$ cat src/rtl/microrocPkg.sv
package microrocPkg;

   ////////////////////////////////////////
   // Data widths
   ////////////////////////////////////////

   typedef logic [15:0] readWord_t;     // One packed readout word
   typedef logic [15:0] acqTime_t;      // Acquisition window in Clk cycles
   typedef logic [7:0]  dropCount_t;    // Saturating lost-word count

   ////////////////////////////////////////
   // FSM encodings
   ////////////////////////////////////////

   typedef enum logic [1:0] {
      LoadIdle,                         // Waiting for configReq
      LoadReset,                        // srRstb pulse, one cycle
      LoadShift,                        // Two cycles per bit
      LoadDone                          // Ack held until req drops
   } loaderState_t;

   typedef enum logic [2:0] {
      DaqIdle,                          // Power off, waiting for acqReq
      DaqPowerUp,                       // pwrOn high, settling
      DaqAcquire,                       // startAcq window
      DaqReadout,                       // Waiting for endReadout
      DaqPowerDown,                     // One cycle before pwrOn drops
      DaqDone                           // Ack phase of the handshake
   } daqState_t;

   ////////////////////////////////////////
   // Defaults for the top level
   ////////////////////////////////////////

   localparam int ConfigBitsDefault    = 32;  // Real chip has 592
   localparam int PowerUpCyclesDefault = 8;   // pwrOn to startAcq

endpackage

$ cat src/rtl/daqSequencer.sv
`timescale 1ns/1ps

module daqSequencer #(
   parameter int PowerUpCycles = microrocPkg::PowerUpCyclesDefault // pwrOn to startAcq, >= 1
) (
   input  logic                  Clk,
   input  logic                  reset,          // Sync, active high
   input  logic                  acqReq,         // Host request, four-phase
   input  microrocPkg::acqTime_t acqTime,        // Window length, latched on request
   input  logic                  chipSatB,       // Chip memory full, active low
   input  logic                  endReadout,     // One-cycle pulse from the chip
   output logic                  acqAck,
   output logic                  pwrOn,          // Merged power pulsing line
   output logic                  startAcq,       // Acquisition window
   output logic                  startReadout,   // RAM readout request to chip
   output logic                  readoutOpen     // Gates the deserializer
);

   microrocPkg::daqState_t state;
   microrocPkg::acqTime_t  cycleCount;           // Shared by power-up and window
   microrocPkg::acqTime_t  acqTimeReg;           // Window length for this run

   assign readoutOpen = (state == microrocPkg::DaqReadout);

   ////////////////////////////////////////
   // Window length latch
   ////////////////////////////////////////

   always_ff @(posedge Clk) begin
      if (state == microrocPkg::DaqIdle && acqReq) begin
         acqTimeReg <= acqTime;
      end
   end

   ////////////////////////////////////////
   // Sequencing FSM
   ////////////////////////////////////////

   always_ff @(posedge Clk) begin
      if (reset) begin
         state        <= microrocPkg::DaqIdle;
         cycleCount   <= '0;
         acqAck       <= 1'b0;
         pwrOn        <= 1'b0;
         startAcq     <= 1'b0;
         startReadout <= 1'b0;
      end else begin
         case (state)
            microrocPkg::DaqIdle: begin
               if (acqReq) begin                          // Ack is low in idle
                  pwrOn      <= 1'b1;
                  cycleCount <= '0;
                  state      <= microrocPkg::DaqPowerUp;
               end
            end

            microrocPkg::DaqPowerUp: begin
               if (cycleCount == microrocPkg::acqTime_t'(PowerUpCycles - 1)) begin
                  startAcq   <= 1'b1;                     // Supplies settled
                  cycleCount <= '0;
                  state      <= microrocPkg::DaqAcquire;
               end else begin
                  cycleCount <= cycleCount + 1'b1;
               end
            end

            microrocPkg::DaqAcquire: begin
               // Window closes on length reached or chip full
               // A zero length behaves as a single cycle
               if (cycleCount + 16'd1 >= acqTimeReg || !chipSatB) begin
                  startAcq     <= 1'b0;
                  startReadout <= 1'b1;
                  state        <= microrocPkg::DaqReadout;
               end else begin
                  cycleCount <= cycleCount + 1'b1;
               end
            end

            microrocPkg::DaqReadout: begin
               if (endReadout) begin                      // Chip RAM emptied
                  startReadout <= 1'b0;
                  state        <= microrocPkg::DaqPowerDown;
               end
            end

            microrocPkg::DaqPowerDown: begin
               pwrOn <= 1'b0;                             // Power pulsing off
               state <= microrocPkg::DaqDone;
            end

            microrocPkg::DaqDone: begin
               if (!acqAck) begin
                  acqAck <= 1'b1;                         // One cycle after pwrOn drops
               end else if (!acqReq) begin
                  acqAck <= 1'b0;                         // Phase four
                  state  <= microrocPkg::DaqIdle;
               end
            end

            default: begin
               state <= microrocPkg::DaqIdle;
            end
         endcase
      end
   end

endmodule

$ cat src/rtl/microrocTop.sv
`timescale 1ns/1ps

module microrocTop #(
   parameter int ConfigBits    = microrocPkg::ConfigBitsDefault,    // Slow control width
   parameter int PowerUpCycles = microrocPkg::PowerUpCyclesDefault  // pwrOn to startAcq
) (
   input  logic                    Clk,
   input  logic                    reset,         // Sync, active high
   // Host, configuration handshake
   input  logic                    configReq,
   input  logic [ConfigBits-1:0]   configWord,
   output logic                    configAck,
   // Host, acquisition handshake
   input  logic                    acqReq,
   input  microrocPkg::acqTime_t   acqTime,
   output logic                    acqAck,
   // Slow control pins
   output logic                    select,
   output logic                    srRstb,
   output logic                    srCk,
   output logic                    srIn,
   // DAQ control pins
   output logic                    pwrOn,
   output logic                    startAcq,
   output logic                    startReadout,
   input  logic                    chipSatB,
   input  logic                    endReadout,
   // RAM readout pins
   input  logic                    doutB,
   input  logic                    transmitOnB,
   // External FIFO side
   input  logic                    fifoFull,
   output microrocPkg::readWord_t  dataWord,
   output logic                    dataValid,
   output microrocPkg::dropCount_t dropCount
);

   logic readoutOpen;                             // Sequencer readout phase

   ////////////////////////////////////////
   // Execute side
   ////////////////////////////////////////

   slowControlLoader #(
      .ConfigBits (ConfigBits)
   ) i_loader (
      .Clk        (Clk),
      .reset      (reset),
      .configReq  (configReq),
      .configWord (configWord),
      .configAck  (configAck),
      .select     (select),
      .srRstb     (srRstb),
      .srCk       (srCk),
      .srIn       (srIn)
   );

   daqSequencer #(
      .PowerUpCycles (PowerUpCycles)
   ) i_sequencer (
      .Clk          (Clk),
      .reset        (reset),
      .acqReq       (acqReq),
      .acqTime      (acqTime),
      .chipSatB     (chipSatB),
      .endReadout   (endReadout),
      .acqAck       (acqAck),
      .pwrOn        (pwrOn),
      .startAcq     (startAcq),
      .startReadout (startReadout),
      .readoutOpen  (readoutOpen)
   );

   ////////////////////////////////////////
   // Result side
   ////////////////////////////////////////

   ramReadOut i_ramReadOut (
      .Clk         (Clk),
      .reset       (reset),
      .readoutOpen (readoutOpen),
      .doutB       (doutB),
      .transmitOnB (transmitOnB),
      .fifoFull    (fifoFull),
      .dataWord    (dataWord),
      .dataValid   (dataValid),
      .dropCount   (dropCount)
   );

endmodule

$ cat src/rtl/ramReadOut.sv
`timescale 1ns/1ps

module ramReadOut (
   input  logic                    Clk,
   input  logic                    reset,        // Sync, active high
   input  logic                    readoutOpen,  // From sequencer, readout phase
   input  logic                    doutB,        // Serial data, active low
   input  logic                    transmitOnB,  // Data on doutB valid, active low
   input  logic                    fifoFull,     // External FIFO cannot take a word
   output microrocPkg::readWord_t  dataWord,     // Packed word, MSB first on the wire
   output logic                    dataValid,    // One-cycle write strobe
   output microrocPkg::dropCount_t dropCount     // Words lost to a full FIFO
);

   logic [14:0] shiftReg;                        // First 15 bits of a word
   logic [3:0]  bitCount;                        // Bits gathered so far
   logic        wordPending;                     // Word on dataWord this cycle
   logic        sampleEn;                        // Bit present on doutB

   assign sampleEn  = readoutOpen && !transmitOnB;

   // Stream cannot stall, so a full FIFO blocks the strobe directly
   assign dataValid = wordPending && !fifoFull;

   ////////////////////////////////////////
   // Deserializer
   ////////////////////////////////////////

   always_ff @(posedge Clk) begin
      if (sampleEn) begin
         shiftReg <= {shiftReg[13:0], ~doutB};   // Invert the active-low data
      end
   end

   always_ff @(posedge Clk) begin
      if (sampleEn && bitCount == 4'd15) begin
         dataWord <= {shiftReg, ~doutB};         // 16th bit completes the word
      end
   end

   always_ff @(posedge Clk) begin
      if (reset) begin
         bitCount    <= '0;
         wordPending <= 1'b0;
      end else begin
         wordPending <= sampleEn && bitCount == 4'd15;
         if (!readoutOpen) begin
            bitCount <= '0;                      // Drop a partial word
         end else if (sampleEn) begin
            bitCount <= bitCount + 1'b1;         // Wraps after bit 16
         end
      end
   end

   ////////////////////////////////////////
   // Drop counter
   ////////////////////////////////////////

   always_ff @(posedge Clk) begin
      if (reset) begin
         dropCount <= '0;
      end else if (wordPending && fifoFull && dropCount != 8'hff) begin
         dropCount <= dropCount + 1'b1;          // Saturates at 255
      end
   end

endmodule

$ cat src/rtl/slowControlLoader.sv
`timescale 1ns/1ps

module slowControlLoader #(
   parameter int ConfigBits = microrocPkg::ConfigBitsDefault // Slow control word width, >= 2
) (
   input  logic                  Clk,
   input  logic                  reset,        // Sync, active high
   input  logic                  configReq,    // Host request, four-phase
   input  logic [ConfigBits-1:0] configWord,   // Stable while configReq is high
   output logic                  configAck,    // Held until configReq drops
   output logic                  select,       // Slow control register selected
   output logic                  srRstb,       // Register reset, active low
   output logic                  srCk,         // Half-rate shift clock
   output logic                  srIn          // Serial data, MSB first
);

   localparam int CountWidth = $clog2(ConfigBits);

   microrocPkg::loaderState_t state;
   logic [ConfigBits-1:0]     shiftReg;        // Bits still to send, MSB on top
   logic [CountWidth-1:0]     bitCount;        // Index of bit on srIn

   ////////////////////////////////////////
   // Shift register
   ////////////////////////////////////////

   always_ff @(posedge Clk) begin
      if (state == microrocPkg::LoadIdle && configReq) begin
         shiftReg <= configWord;                          // Latch on request
      end else if (state == microrocPkg::LoadShift && srCk) begin
         shiftReg <= shiftReg << 1;                       // Next bit to MSB
      end
   end

   ////////////////////////////////////////
   // Control FSM
   ////////////////////////////////////////

   always_ff @(posedge Clk) begin
      if (reset) begin
         state     <= microrocPkg::LoadIdle;
         bitCount  <= '0;
         configAck <= 1'b0;
         select    <= 1'b0;
         srRstb    <= 1'b1;                               // Inactive high
         srCk      <= 1'b0;
         srIn      <= 1'b0;
      end else begin
         case (state)
            microrocPkg::LoadIdle: begin
               // Ack is always low here, so the request can be taken
               if (configReq) begin
                  select   <= 1'b1;
                  srRstb   <= 1'b0;                       // Clear chip register
                  bitCount <= '0;
                  state    <= microrocPkg::LoadReset;
               end
            end

            microrocPkg::LoadReset: begin
               srRstb <= 1'b1;                            // One-cycle reset pulse
               srCk   <= 1'b0;
               srIn   <= shiftReg[ConfigBits-1];          // First bit, MSB
               state  <= microrocPkg::LoadShift;
            end

            microrocPkg::LoadShift: begin
               if (!srCk) begin
                  srCk <= 1'b1;                           // Chip captures here
               end else if (bitCount == CountWidth'(ConfigBits - 1)) begin
                  srCk      <= 1'b0;
                  srIn      <= 1'b0;
                  select    <= 1'b0;                      // Release the register
                  configAck <= 1'b1;
                  state     <= microrocPkg::LoadDone;
               end else begin
                  srCk     <= 1'b0;
                  srIn     <= shiftReg[ConfigBits-2];     // Change while clock low
                  bitCount <= bitCount + 1'b1;
               end
            end

            microrocPkg::LoadDone: begin
               if (!configReq) begin
                  configAck <= 1'b0;                      // Phase four
                  state     <= microrocPkg::LoadIdle;
               end
            end

            default: begin
               state <= microrocPkg::LoadIdle;
            end
         endcase
      end
   end

endmodule

$ cat config.mk
export PLATFORM = sky130hd
export DESIGN_NAME = microrocTop
export DESIGN_NICKNAME = d
export VERILOG_FILES = /design/src/rtl/microrocPkg.sv /design/src/rtl/daqSequencer.sv /design/src/rtl/microrocTop.sv /design/src/rtl/ramReadOut.sv /design/src/rtl/slowControlLoader.sv
export SDC_FILE = /design/constraint.sdc
export NUM_CORES = 1
export LEC_CHECK = 0
export BUFFER_PORTS_ARGS = -buffer_cell sky130_fd_sc_hd__buf_2
export CAP_MARGIN = 20
export CORE_ASPECT_RATIO = 0.9
export CORE_UTILIZATION = 55
export DETAILED_ROUTE_END_ITERATION = 6
export PLACE_DENSITY_LB_ADDON = 0.1
export SLEW_MARGIN = 25
export SYNTH_ARGS = -nofsm -noshare
export SYNTH_HDL_FRONTEND = slang
export SYNTH_SLANG_ARGS = --single-unit
$ cat constraint.sdc
create_clock -name Clk -period 5.65 [get_ports Clk]
set_input_delay 0 -clock Clk [delete_from_list [all_inputs] [get_ports Clk]]
set_output_delay 0 -clock Clk [all_outputs]
set_load 0.005 [all_outputs]
==> results of run 1 <==
==> flip-flops by register name (all words and copies together), names as in the netlist, 2 cells and up <==
name                    flops
i_ramReadOut.dataWord      16
i_loader.shiftReg          32
i_ramReadOut.dropCount      8
i_ramReadOut.bitCount       4
i_loader.bitCount           5
i_ramReadOut.shiftReg      15
i_loader.state              2
i_sequencer.state           3
i_sequencer.cycleCount     16
i_sequencer.acqTimeReg     16
==> final cells by class <==
class,instances,area [um^2]
Sequential cell,127,3330
Fill cell,699,2700
Clock buffer,17,425
Multi-Input combinational cell,307,2340
Timing Repair Buffer,148,1020
Inverter,34,128
Tap cell,129,161
Clock inverter,15,185
==> where the power goes <==
part           total [W]  internal (W)  leakage (nW)  switching [W]
sequential       0.00128       0.00120          1.12      0.0000860
combinational   0.000731      0.000323          1.59       0.000409
clock            0.00113      0.000699         0.294       0.000430
==> worst max-delay path: cells and delay by family (launching register included) <==
| family | cells | cell delay [ns] |
|---|---|---|
| adder cells (fa/ha/maj) | 1 | 0.28 |
| XOR/XNOR | 1 | 0.13 |
| AND/OR/NAND/NOR | 5 | 1.84 |
| AO/OA/AOI/OAI | 4 | 1.05 |
| flip-flops | 1 | 0.43 |
==> final timing paths <==
path                             startpoint                        end  slack (ns)  depth (start not counted)
setup reg to reg  i_sequencer.cycleCount[9]  i_sequencer.cycleCount[4]        1.82                         11
setup / recovery  i_sequencer.cycleCount[9]  i_sequencer.cycleCount[4]        1.82                         11
hold reg to reg   i_ramReadOut.shiftReg[14]  i_ramReadOut.dataWord[15]        0.43                          0
hold / removal                     fifoFull  i_ramReadOut.dropCount[1]        0.11                          5
==> through the flow <==
stage                     power, W  cells
after global placement     0.00197    691
after floorplan            0.00180    482
after detailed placement   0.00198    691
final                      0.00314    777
after CTS                  0.00315    777
after global routing       0.00330    777
==> placed cells by master (no fill, tap or decap), types with 8 or more instances in the layout <==
cell type and n:
o21ai_1 11, ha_1 25, dfxtp_1 48, xor2_1 14, a21oi_1 24, nand2_1 17
o21ai_0 11, nor2b_1 8, buf_2 90, a221oi_2 9, inv_1 34, clkbuf_16 17
nand3_1 8, xnor2_1 11, nor2_1 45, mux2_2 31, edfxtp_1 79, nand4_1 14
dlygate4sd3_1 54
==> cells by family after synthesis <==
| family | after synthesis | synth area share [%] |
|---|---|---|
| and+or+nand+nor | 136 | 12.5 |
| DFF | 127 | 56.9 |
| AOI/OAI and AO/OA | 86 | 11.5 |
| buffers and inverters | 48 | 3.35 |
| muxes | 35 | 6.64 |
| xor gates and xnor gates | 25 | 3.74 |
| adders and majority gates | 25 | 5.34 |
==> repair_timing <==
| item | CTS | global route |
|---|---|---|
| endpoints found under the hold margin | 56 | 0 |
| resized for setup | 0 | 0 |
| hold buffers | 54 | 0 |
==> metal layers <==
| layer | up-vias | track usage, % |
|---|---|---|
| li1 | 2091 | - |
| met1 | 2026 | 29.8 |
| met2 | 115 | 40.1 |
| met3 | 22 | 6.76 |
| met4 | 0 | 10.4 |
| met5 | - | 0 |
==> summary.md, run 1 <==
| Metric | Value |
|---|---|
| Synth Area per Inst | 12.2 um^2 |
| RePlAce Congestion | ~0.85 |
| Post-synth EDFFs | 79 |
| Minimum hold slack | between 0.1 and 0.15 ns |
| Outcome | complete, no violations |
| Std-Cell Rows | 35 |
| Final setup margin | about 1.8 ns |
| Seq/Total Area, Yosys | 56.9% |
| Share of layout cells above drive strength 1 | about 28% |
| Clk Latency, worst-skew pair | about 0.42 ns |
| Antenna Cells | 0 |
| Max Clock Freq | around 260 MHz |
| Die area | roughly 0.011 mm^2 |
| Power density cells | roughly 410 mW/mm^2 |
| Global-route wire length before repair | 20.6 mm |
| Setup_tns | 0 ns |
| Fin util | approximately three quarters |
| Crit end category | flop |
| Met1 Wirelength | roughly 5.5 mm |
| Synth Warn # | 0 |
| CTS H-tree lvls | 4 |
| Placed inst area | approximately 0.0064 mm^2 |
| Highest metal used | met4 |
| Initial DRC count | 212 |
| CP Cell Sequence | and4_1 > nand2_1 > nor4_1 > and3_2 > xnor2_1 > ha_1 > a211oi_1 > o221ai_1 > nor4b_4 > o21ai_1 > a221oi_2 |
| Setup CP Type | flop to flop |
| Largest stage delay on the critical path | ~0.67 ns |
| Worst Path Required | 5.98 ns |
| DRC violations left | 0 |
| Hold WC Path Type | input pin to flop |
| Metal2 WL | between 5 and 6 mm |
| Peak supply drop | about 320 uV |
| Clock tree buffer depth | 2 |
| Max-slew headroom | between 30% and 40% |
| Remaining antenna violation count after routing | 0 |
| Finished Cell Area | about 0.0076 mm^2 |
| Final nets | 717 |
| Final max-slew violation count | 0 |
| Cells after Synth | 482 |
| Clk pin slew, worst setup/hold paths | 0.06 ns |
| Flop and latch count out of synthesis | 127 |
| I/O pins | 91 |
| Crit Path Max Fanout | 10 |
| Leakage | roughly 3 nW |
| Initial antenna violation count | 0 |
| Number of global-route vias before repair | 4223 |
| Synth area leaders | edfxtp_1, dfxtp_1, mux2_2 |
| Final setup viols | 0 |
| Post-DR vias/cell | 5.47 |
| CTS Sinks | around 130 |
| Postcts setup bufs | 0 |
| Detailed Place HPWL | 7.53 mm |
| Largest net degree at the start of global routing | between 40 and 50 |
| Cell variety after synth | 58 |
| Most frequent cell after synthesis | edfxtp_1 |
| Ys async rst share | 0% |
| CTS tree | done |
| Post-layout min period | 3.83 ns |
| Core Area | between 0.01 and 0.015 mm^2 |
| Clock skew | 0.00964 ns |
| Syn nets | 564 |
| CP Data Arrival Time | 4.16 ns |
| Layout area overhead | 29.6% |
| WL per Instance | 15.9 um |
| Main synth FF type | edfxtp_1 |
| Pre-antenna DRT Iters | 4 |
| Yosys top cell area share | slightly above 40% |
| Worst setup SP type | flop |
| Starting Density | a little under three fifths |
| Dpl ws | about 1.9 ns |
| Synth top cells by count | edfxtp_1, dfxtp_1, nor2_1 |
| Slowest-stage cell, CP | nor4b_4 |
| Final Hold Vio Count | 0 |
| RSZ-0062 raised after global routing | no |
| TritonCTS Buffers | 17 |
| Die Wd | 111 um |
| Wire length on met3 | about 680 um |
| Via Count | 4254 |
| Final Cycle Share | between 60% and 70% |
| DRT Wirelength | approximately 12 mm |
| Post-synth top area cell | edfxtp_1 |
| Port Buffers | 90 |
| Max Cap Violations | 0 |
| Gr usage total | 24.2% |
| GRT overflow | 0 |
| Slew @ Worst Pin | between 0.9 and 1 ns |
| Die height | 99.9 um |
| Root buf cell | clkbuf_16 |
| Synth Cell Area | 0.00586 mm^2 |
No activity file was read; power rests on OpenSTA's default activity.
==> run 2: changes to the inputs <==
==> constraint.sdc (replaced) <==
create_clock -name Clk -period 3.6 [get_ports Clk]
set_input_delay 0 -clock Clk [delete_from_list [all_inputs] [get_ports Clk]]
set_output_delay 0 -clock Clk [all_outputs]
set_load 0.005 [all_outputs]
==> run 2 against run 1 <==
Against the previous run: cell area is 1.0% higher; sequential share of layout area fell by 0.43 points; critical path type unchanged; fmax rose by 12%; critical path depth grew 1; clock skew decreased by 0.0012 ns; utilization up 0.77 points; final cell count up 0.90%; largest power group unchanged; register-to-register slack got worse by 1.6 ns; via count grew 0.38%; flip-flop and latch count did not move; non-clock buffer count is 7 higher; worst setup slack got worse by 1.6 ns.
==> summary.md, run 2 (same netlist as run 1, synthesis figures left out) <==
| Metric | Value |
|---|---|
| Outcome | complete, no violations |
| Core Area | 0.0103 mm^2 (unchanged) |
| Largest stage delay on the critical path | 0.43 ns (-0.24 ns) |
| Die area | 0.0111 mm^2 (unchanged) |
| Share of layout cells above drive strength 1 | 29.5% (+1.1 points) |
| CP delay by family, top | simple AND/OR/NAND/NOR gates |
| Worst setup SP type | flop |
| Minimum hold slack | 0.0947 ns (-0.0128 ns) |
| Setup CP Type | flop to flop |
| Crit end category | flop |
| Post-DR vias/cell | 5.45 (-0.52%) |
| Slew @ Worst Pin | 0.949 ns (+0.0107 ns) |
| Global-route wire length before repair | 20.1 mm (-2.1%) |
| Final Hold Vio Count | 0 (unchanged) |
| Max-slew headroom | 36.8% (-0.71 points) |
| Std-Cell Rows | 35 (unchanged) |
| Root buf cell | clkbuf_16 |
| CTS H-tree lvls | 4 (unchanged) |
| CP bufs+invs | 1 (+1) |
| Die height | 99.9 um (unchanged) |
| Initial DRC count | 180 (-15%) |
| Slowest-stage cell, CP | or3_4 |
| WL per Instance | 15.9 um (+0.29%) |
| Layout area overhead | 31.0% |
| Sw Pwr | 0.00139 W (+50%) |
| Hold WC Path Type | input pin to flop |
| Commonest non-fill, non-tap cells in the layout | buf_2, edfxtp_1, dlygate4sd3_1 |
| Sequential power share | 40.5% (-0.3 points) |
| CTS tree | done |
| Starting Density | 56.9% (unchanged) |
| GRT overflow | 0 (unchanged) |
| Crit Path Max Fanout | 10 (unchanged) |
| Clock skew | 0.00842 ns (-0.00122 ns) |
| Final Cycle Share | 94.9% (+27 points) |
| Clk Latency, worst-skew pair | 0.40 ns (-0.02 ns) |
| Leakage | 3.04 nW (+1.2%) |
| Max Clock Freq | 293 MHz (+12%) |
| Max Cap Violations | 0 (unchanged) |
| Final setup viols | 0 (unchanged) |
| Power density cells | 645 mW/mm^2 (+56%) |
| DRC violations left | 0 (unchanged) |
| Comb power frac | 23.5% (+0.2 points) |
| Gr usage total | 23.4% (-0.78 points) |
| Number of global-route vias before repair | 4293 (+1.7%) |
| Remaining antenna violation count after routing | 0 (unchanged) |
| Most flops, register | i_loader.shiftReg |
| Via Count | 4270 (+0.38%) |
| Die Wd | 111 um (unchanged) |
| DRT Wirelength | 12.5 mm (+1.2%) |
| Detailed Place HPWL | 7.76 mm (+3.0%) |
| Final cell count without fillers | 784 (+0.90%) |
| Fin util | 74.5% (+0.77 points) |
| Pre-antenna DRT Iters | 5 (+1) |
| Antenna Cells | 0 (unchanged) |
| Clock power frac | 35.9% (about the same) |
| Initial antenna violation count | 0 (unchanged) |
| Max FFs per register | 32 (unchanged) |
| TritonCTS Buffers | 17 (unchanged) |
| Peak supply drop | 543 uV (+70%) |
| Largest net degree at the start of global routing | 46 (unchanged) |
| I/O pins | 91 (unchanged) |
| Final max-slew violation count | 0 (unchanged) |
| CTS Sinks | 127 (unchanged) |
| RePlAce Congestion | 0.894 (+5.6%) |
| Worst Path Required | 3.90 ns (-2.08 ns) |
| Clock tree buffer depth | 2 (unchanged) |
| CP Data Arrival Time | 3.72 ns (-0.44 ns) |
| Setup_tns | 0 ns (unchanged) |
| Total power | 0.00495 W (+58%) |
| Switch share | 28.1% (-1.3 points) |
| Placed insts | 696 (+0.72%) |
| Clk pin slew, worst setup/hold paths | 0.06 ns (about the same) |
| Commonest non-fill, non-tap cell in the layout | buf_2 |
| Internal | 0.00356 W (+61%) |
| Final nets | 724 (+0.98%) |
| Post-layout min period | 3.42 ns (-0.414 ns) |
| Port Buffers | 90 (unchanged) |
| CP Cell Sequence | nand3_1 > nor4_2 > and3_2 > xnor2_1 > ha_1 > nand4_1 > or3_4 > a2111oi_4 > buf_4 > o31a_4 > nor2_4 > a221oi_2 |
[run 2: cell types whose count changed in the layout (fill, tap and decap cells not counted), moves of 2 or more]
cell,previous run,this run
clkbuf_1,0,2
inv_6,3,0
clkinv_1,0,2
clkinv_4,5,2
nor4_1,7,5
nor4_2,0,2
buf_4,4,12
[run 2: metrics by stage]
stage	area (um^2)	setup WS [ns]
after floorplan	5860	0.356
after global placement	6480	0.170
after detailed placement	6480	0.147
after CTS	7620	0.116
after global routing	7670	-0.0196
final	7670	0.185
[run 2: repair_timing]
item | in CTS | in global routing
gates resized for setup | 0 | 6
endpoints found under the hold margin | 56 | 0
hold buffers | 53 | 0
endpoints found under the setup margin | 0 | 12
buffers inserted | 0 | 3
[run 2: per-layer routing]
metal	wire length (um)	track usage, %	share of wire (%)
met1	5450	28.0	44
met2	5990	39.2	48
met3	702	6.58	5.6
met4	324	11.3	2.6
met5	0	0	0
[run 2: final timing paths]
check,from,endpoint,slack [ns],cells after the start
setup / recovery,i_sequencer.cycleCount[6],i_sequencer.cycleCount[11],0.18,12
hold / removal,fifoFull,i_ramReadOut.dropCount[0],0.09,5
setup reg to reg,i_sequencer.cycleCount[6],i_sequencer.cycleCount[11],0.18,12
hold reg to reg,i_ramReadOut.shiftReg[14],i_ramReadOut.dataWord[15],0.43,0
[run 2: cell type report]
| class | count | area (um^2) |
|---|---|---|
| clock inverter | 12 | 168 |
| clock buffer | 20 | 447 |
| tap | 129 | 161 |
| fill | 673 | 2620 |
| sequential | 127 | 3330 |
| multi-input combinational | 307 | 2360 |
| inverter | 34 | 128 |
| timing repair buffer | 155 | 1070 |
[run 2: tightest hold or removal path: stages]
cell     delay, ns
buf_2         0.10
nand2_1       0.06
a41oi_1       0.10
xnor2_1       0.15
nor2_1        0.04
[run 2: power by group through the flow]
stage               Clock [W]  Sequential (W)  Combinational, W
finish                0.00178         0.00201           0.00116
global route          0.00187         0.00204           0.00128
CTS                   0.00180         0.00201           0.00115
detailed placement          0         0.00203           0.00110
global placement            0         0.00202           0.00107
floorplan                   0         0.00198          0.000845
==> run 3: changes to the inputs <==
--- a/config.mk
+++ b/config.mk
@@ -5,12 +5,13 @@
 export SDC_FILE = /design/constraint.sdc
 export NUM_CORES = 1
 export LEC_CHECK = 0
+export ABC_AREA = 1
 export BUFFER_PORTS_ARGS = -buffer_cell sky130_fd_sc_hd__buf_2
 export CAP_MARGIN = 20
 export CORE_ASPECT_RATIO = 0.9
 export CORE_UTILIZATION = 55
 export DETAILED_ROUTE_END_ITERATION = 6
-export PLACE_DENSITY_LB_ADDON = 0.1
+export PLACE_DENSITY = 0.77
 export SLEW_MARGIN = 25
 export SYNTH_ARGS = -nofsm -noshare
 export SYNTH_HDL_FRONTEND = slang
==> run 3 against run 2 <==
Against the previous run: the flow now finishes with violations (design-rule violations); flip-flop and latch count did not move; sequential share of layout area fell by 0.12 points; count of clock-buffer cells in the layout is 1 lower; highest routed layer unchanged; synthesized area increased by 1.7%; non-clock buffer count fell by 7; largest power group unchanged.
==> summary.md, run 3 <==
| Metric | Value |
|---|---|
| Outcome | complete, but fails checks |
| Failing checks | design-rule violations |
| Max Clock Freq | 308 MHz (+5.1%) |
| Reg2reg setup slack | 0.35 ns (+0.17 ns) |
| Post-synth top area cell | edfxtp_1 |
| Met3 global-route usage | 5.05% (-1.5 points) |
| Synth Cell Area | 0.00596 mm^2 (+1.7%) |
| Clock tree buffer depth | 2 (unchanged) |
| Slew @ Worst Pin | 0.962 ns (+0.0137 ns) |
| Origin of the worst min-delay path | fifoFull |
| Synth Area per Inst | 10.0 um^2 (-18%) |
| Setup_tns | 0 ns (unchanged) |
| Flop and latch count out of synthesis | 127 (unchanged) |
| Global-route wire length before repair | 21.0 mm (+4.3%) |
| Multi-input logic area | 0.00226 mm^2 (-4.4%) |
| Worst setup SP type | flop |
| Commonest non-fill, non-tap cell in the layout | nand2_1 |
| Most flops, register | i_loader.shiftReg |
| Seq/Total Area, Yosys | 56.0% (-0.96 points) |
| Die height | 101 um (+0.83%) |
| Crit Path Max Fanout | 26 (+16) |
| Initial DRC count | 228 (+27%) |
| Clock skew | 0.00945 ns (+0.00103 ns) |
| Final Cycle Share | 90.3% (-4.6 points) |
| Number of global-route vias before repair | 4480 (+4.4%) |
| WL per Instance | 14.5 um (-8.6%) |
| Gr usage total | 24.4% (+1.0 points) |
| Core Area | 0.0104 mm^2 (+0.85%) |
| Post-DR vias/cell | 5.18 (-4.9%) |
| Peak supply drop | 535 uV (-1.5%) |
| Final nets | 831 (+15%) |
| Share of layout cells above drive strength 1 | 24.9% (-4.5 points) |
| Crit end category | flop |
| GRT overflow | 0 (unchanged) |
| Yosys top cell area share | 39.8% (-0.68 points) |
| Syn nets | 677 (+20%) |
| Clk Latency, worst-skew pair | 0.41 ns (about the same) |
| Total power | 0.00570 W (+15%) |
| Largest net degree at the start of global routing | 34 (-26%) |
| Reg-to-reg startpoint | i_sequencer.cycleCount[0] |
| TritonCTS Buffers | 17 (unchanged) |
| Commonest non-fill, non-tap cells in the layout | nand2_1, buf_2, edfxtp_1 |
| Max FFs per register | 32 (unchanged) |
| Worst Path Required | 3.95 ns (+0.05 ns) |
| Sequential Area | 0.00333 mm^2 (about the same) |
| Pre-antenna DRT Iters | 6 (+1) |
| Detailed Place HPWL | 8.09 mm (+4.2%) |
| Main synth FF type | edfxtp_1 |
| Die Wd | 112 um (+0.84%) |
| Layout area overhead | 29.1% |
| Hold depth | 4 (-1) |
| Antenna Cells | 0 (unchanged) |
| Clk pin slew, worst setup/hold paths | 0.06 ns (about the same) |
| I/O pins | 91 (unchanged) |
| Ys async rst share | 0% (unchanged) |
| Starting Density | 57.4% (+0.48 points) |
| Final max-slew violation count | 0 (unchanged) |
| Top Usage Layer GRT | met2 |
| Most frequent cell after synthesis | nand2_1 |
| Reg2Reg Depth | 17 (+5) |
| Remaining antenna violation count after routing | 0 (unchanged) |
| Final Hold Vio Count | 0 (unchanged) |
| Die area | 0.0113 mm^2 (+1.7%) |
| Max Cap Violations | 0 (unchanged) |
| RR Endpoint | i_sequencer.startReadout |
| Post-layout min period | 3.25 ns (-0.166 ns) |
| DRT Wirelength | 13.0 mm (+3.9%) |
| DRC violations left | 6 (+6) |
| Grt met2 use | 44.1% (+4.8 points) |
| RePlAce Congestion | 0.893 (-0.18%) |
| Finished Cell Area | 0.00769 mm^2 (+0.23%) |
| CTS Sinks | 127 (unchanged) |
| Met1 Track Usage GR | 28.2% (+0.17 points) |
| CP Data Arrival Time | 3.60 ns (-0.12 ns) |
| Leakage | 3.31 nW (+8.8%) |
| Synth Warn # | 0 (unchanged) |
| Hold EP | i_ramReadOut.dropCount[1] |
| CTS tree | done |
| Critical Path Start | i_sequencer.cycleCount[0] |
| Hold WC Path Type | input pin to flop |
| CTS H-tree lvls | 4 (unchanged) |
| Final setup viols | 0 (unchanged) |
| Initial antenna violation count | 0 (unchanged) |
| Root buf cell | clkbuf_16 |
| Post-synth EDFFs | 79 (unchanged) |
| Port Buffers | 90 (unchanged) |
| Fill count | 684 (+1.6%) |
| Power density cells | 742 mW/mm^2 (+15%) |
| Via Count | 4614 (+8.1%) |
| Synth top cells by count | nand2_1, edfxtp_1, inv_1 |
| Max-slew headroom | 35.5% (-1.3 points) |
| Placed inst area | 0.00652 mm^2 (+0.62%) |
| RSZ-0062 raised after global routing | no |
| Cell variety after synth | 36 (-38%) |
| Cells after Synth | 595 (+23%) |
| Std-Cell Rows | 35 (unchanged) |
| Synth area leaders | edfxtp_1, dfxtp_1, nand2_1 |
| Setup CP Type | flop to flop |
## run 3: changes by cell type after synthesis, sizes merged, moves of 8 or more
| cell | previous run | this run |
|---|---|---|
| nor2b | 8 | 0 |
| nand3 | 8 | 34 |
| clkbuf | 11 | 3 |
| nor2 | 47 | 63 |
| nand2 | 17 | 118 |
| xnor2 | 11 | 0 |
| a221oi | 10 | 0 |
| a21oi | 25 | 42 |
| buf | 2 | 10 |
| inv | 34 | 82 |
## run 3: worst max-delay path: stages (launching register included)
cell and delay, ns:
dfxtp_1 0.38, ha_1 0.25, nand4_1 0.23, nor2_4 0.19
nand2_1 0.08, xor2_1 0.23, inv_1 0.10, ha_1 0.19
nand2_1 0.06, inv_1 0.03, nor2_1 0.07, o21ai_0 0.07
a21oi_1 0.18, nand2_1 0.17, nand2_8 0.19, nand3_1 0.09
a21oi_1 0.12, dlygate4sd3_1 0.55
## run 3: area by class of cell
| type | instances | area share (%) |
|---|---|---|
| sequential | 127 | 43.4 |
| clock inverter | 13 | 1.99 |
| clock buffer | 19 | 5.89 |
| timing repair buffer | 148 | 13.3 |
| tap | 129 | 2.10 |
| multi-input combinational | 373 | 29.4 |
| inverter | 82 | 4.00 |
## run 3: worst max-delay path by stage
stage / to / slack, ns
floorplan: i_ramReadOut.dataWord[0] / 1.16
global placement: i_sequencer.cycleCount[9] / 0.67
detailed placement: i_sequencer.cycleCount[12] / 0.59
CTS: i_sequencer.startReadout / 0.20
global route: i_sequencer.startReadout / 0.04
finish: i_sequencer.startReadout / 0.35
## run 3: logic make-up (layout without fill, tap and decap cells)
kind of cell,after synthesis,count (layout),synth area share [%]
AO/OA/AOI/OAI,68,68,6.22
AND/OR/NAND/NOR,236,236,18.3
XOR/XNOR,13,13,2.04
flip-flops,127,127,56.0
adder cells (fa/ha/maj),25,25,5.25
multiplexers,31,31,5.86
buffers and inverters,95,262,6.39
## run 3: per-stage QoR
step	util, %	worst slack (ns)	hold slack (ns)	instances
after floorplan	-	1.16	0.0311	595
after global placement	62.8	0.666	0.178	804
after detailed placement	62.8	0.591	0.178	804
after CTS	73.9	0.197	0.00669	891
after global routing	74.1	0.0395	0.0364	891
final	74.1	0.351	0.0276	891
## run 3: power breakdown
group / internal (W) / switching (W)
sequential: 0.00196 / 0.000207
combinational: 0.000701 / 0.00109
clock: 0.00107 / 0.000667
total: 0.00373 / 0.00197
## run 3: timing repair
item	in CTS	in global routing
buffers inserted	0	0
gates resized for setup	0	2
setup endpoints to repair	0	1
hold buffers	55	0
hold endpoints to repair	72	0
## run 3: metal layers
metal / vias to the layer above / wire length, um
met5: - / 0
met4: 0 / 201
met3: 19 / 742
met2: 146 / 6560
met1: 2147 / 5450
li1: 2302 / -
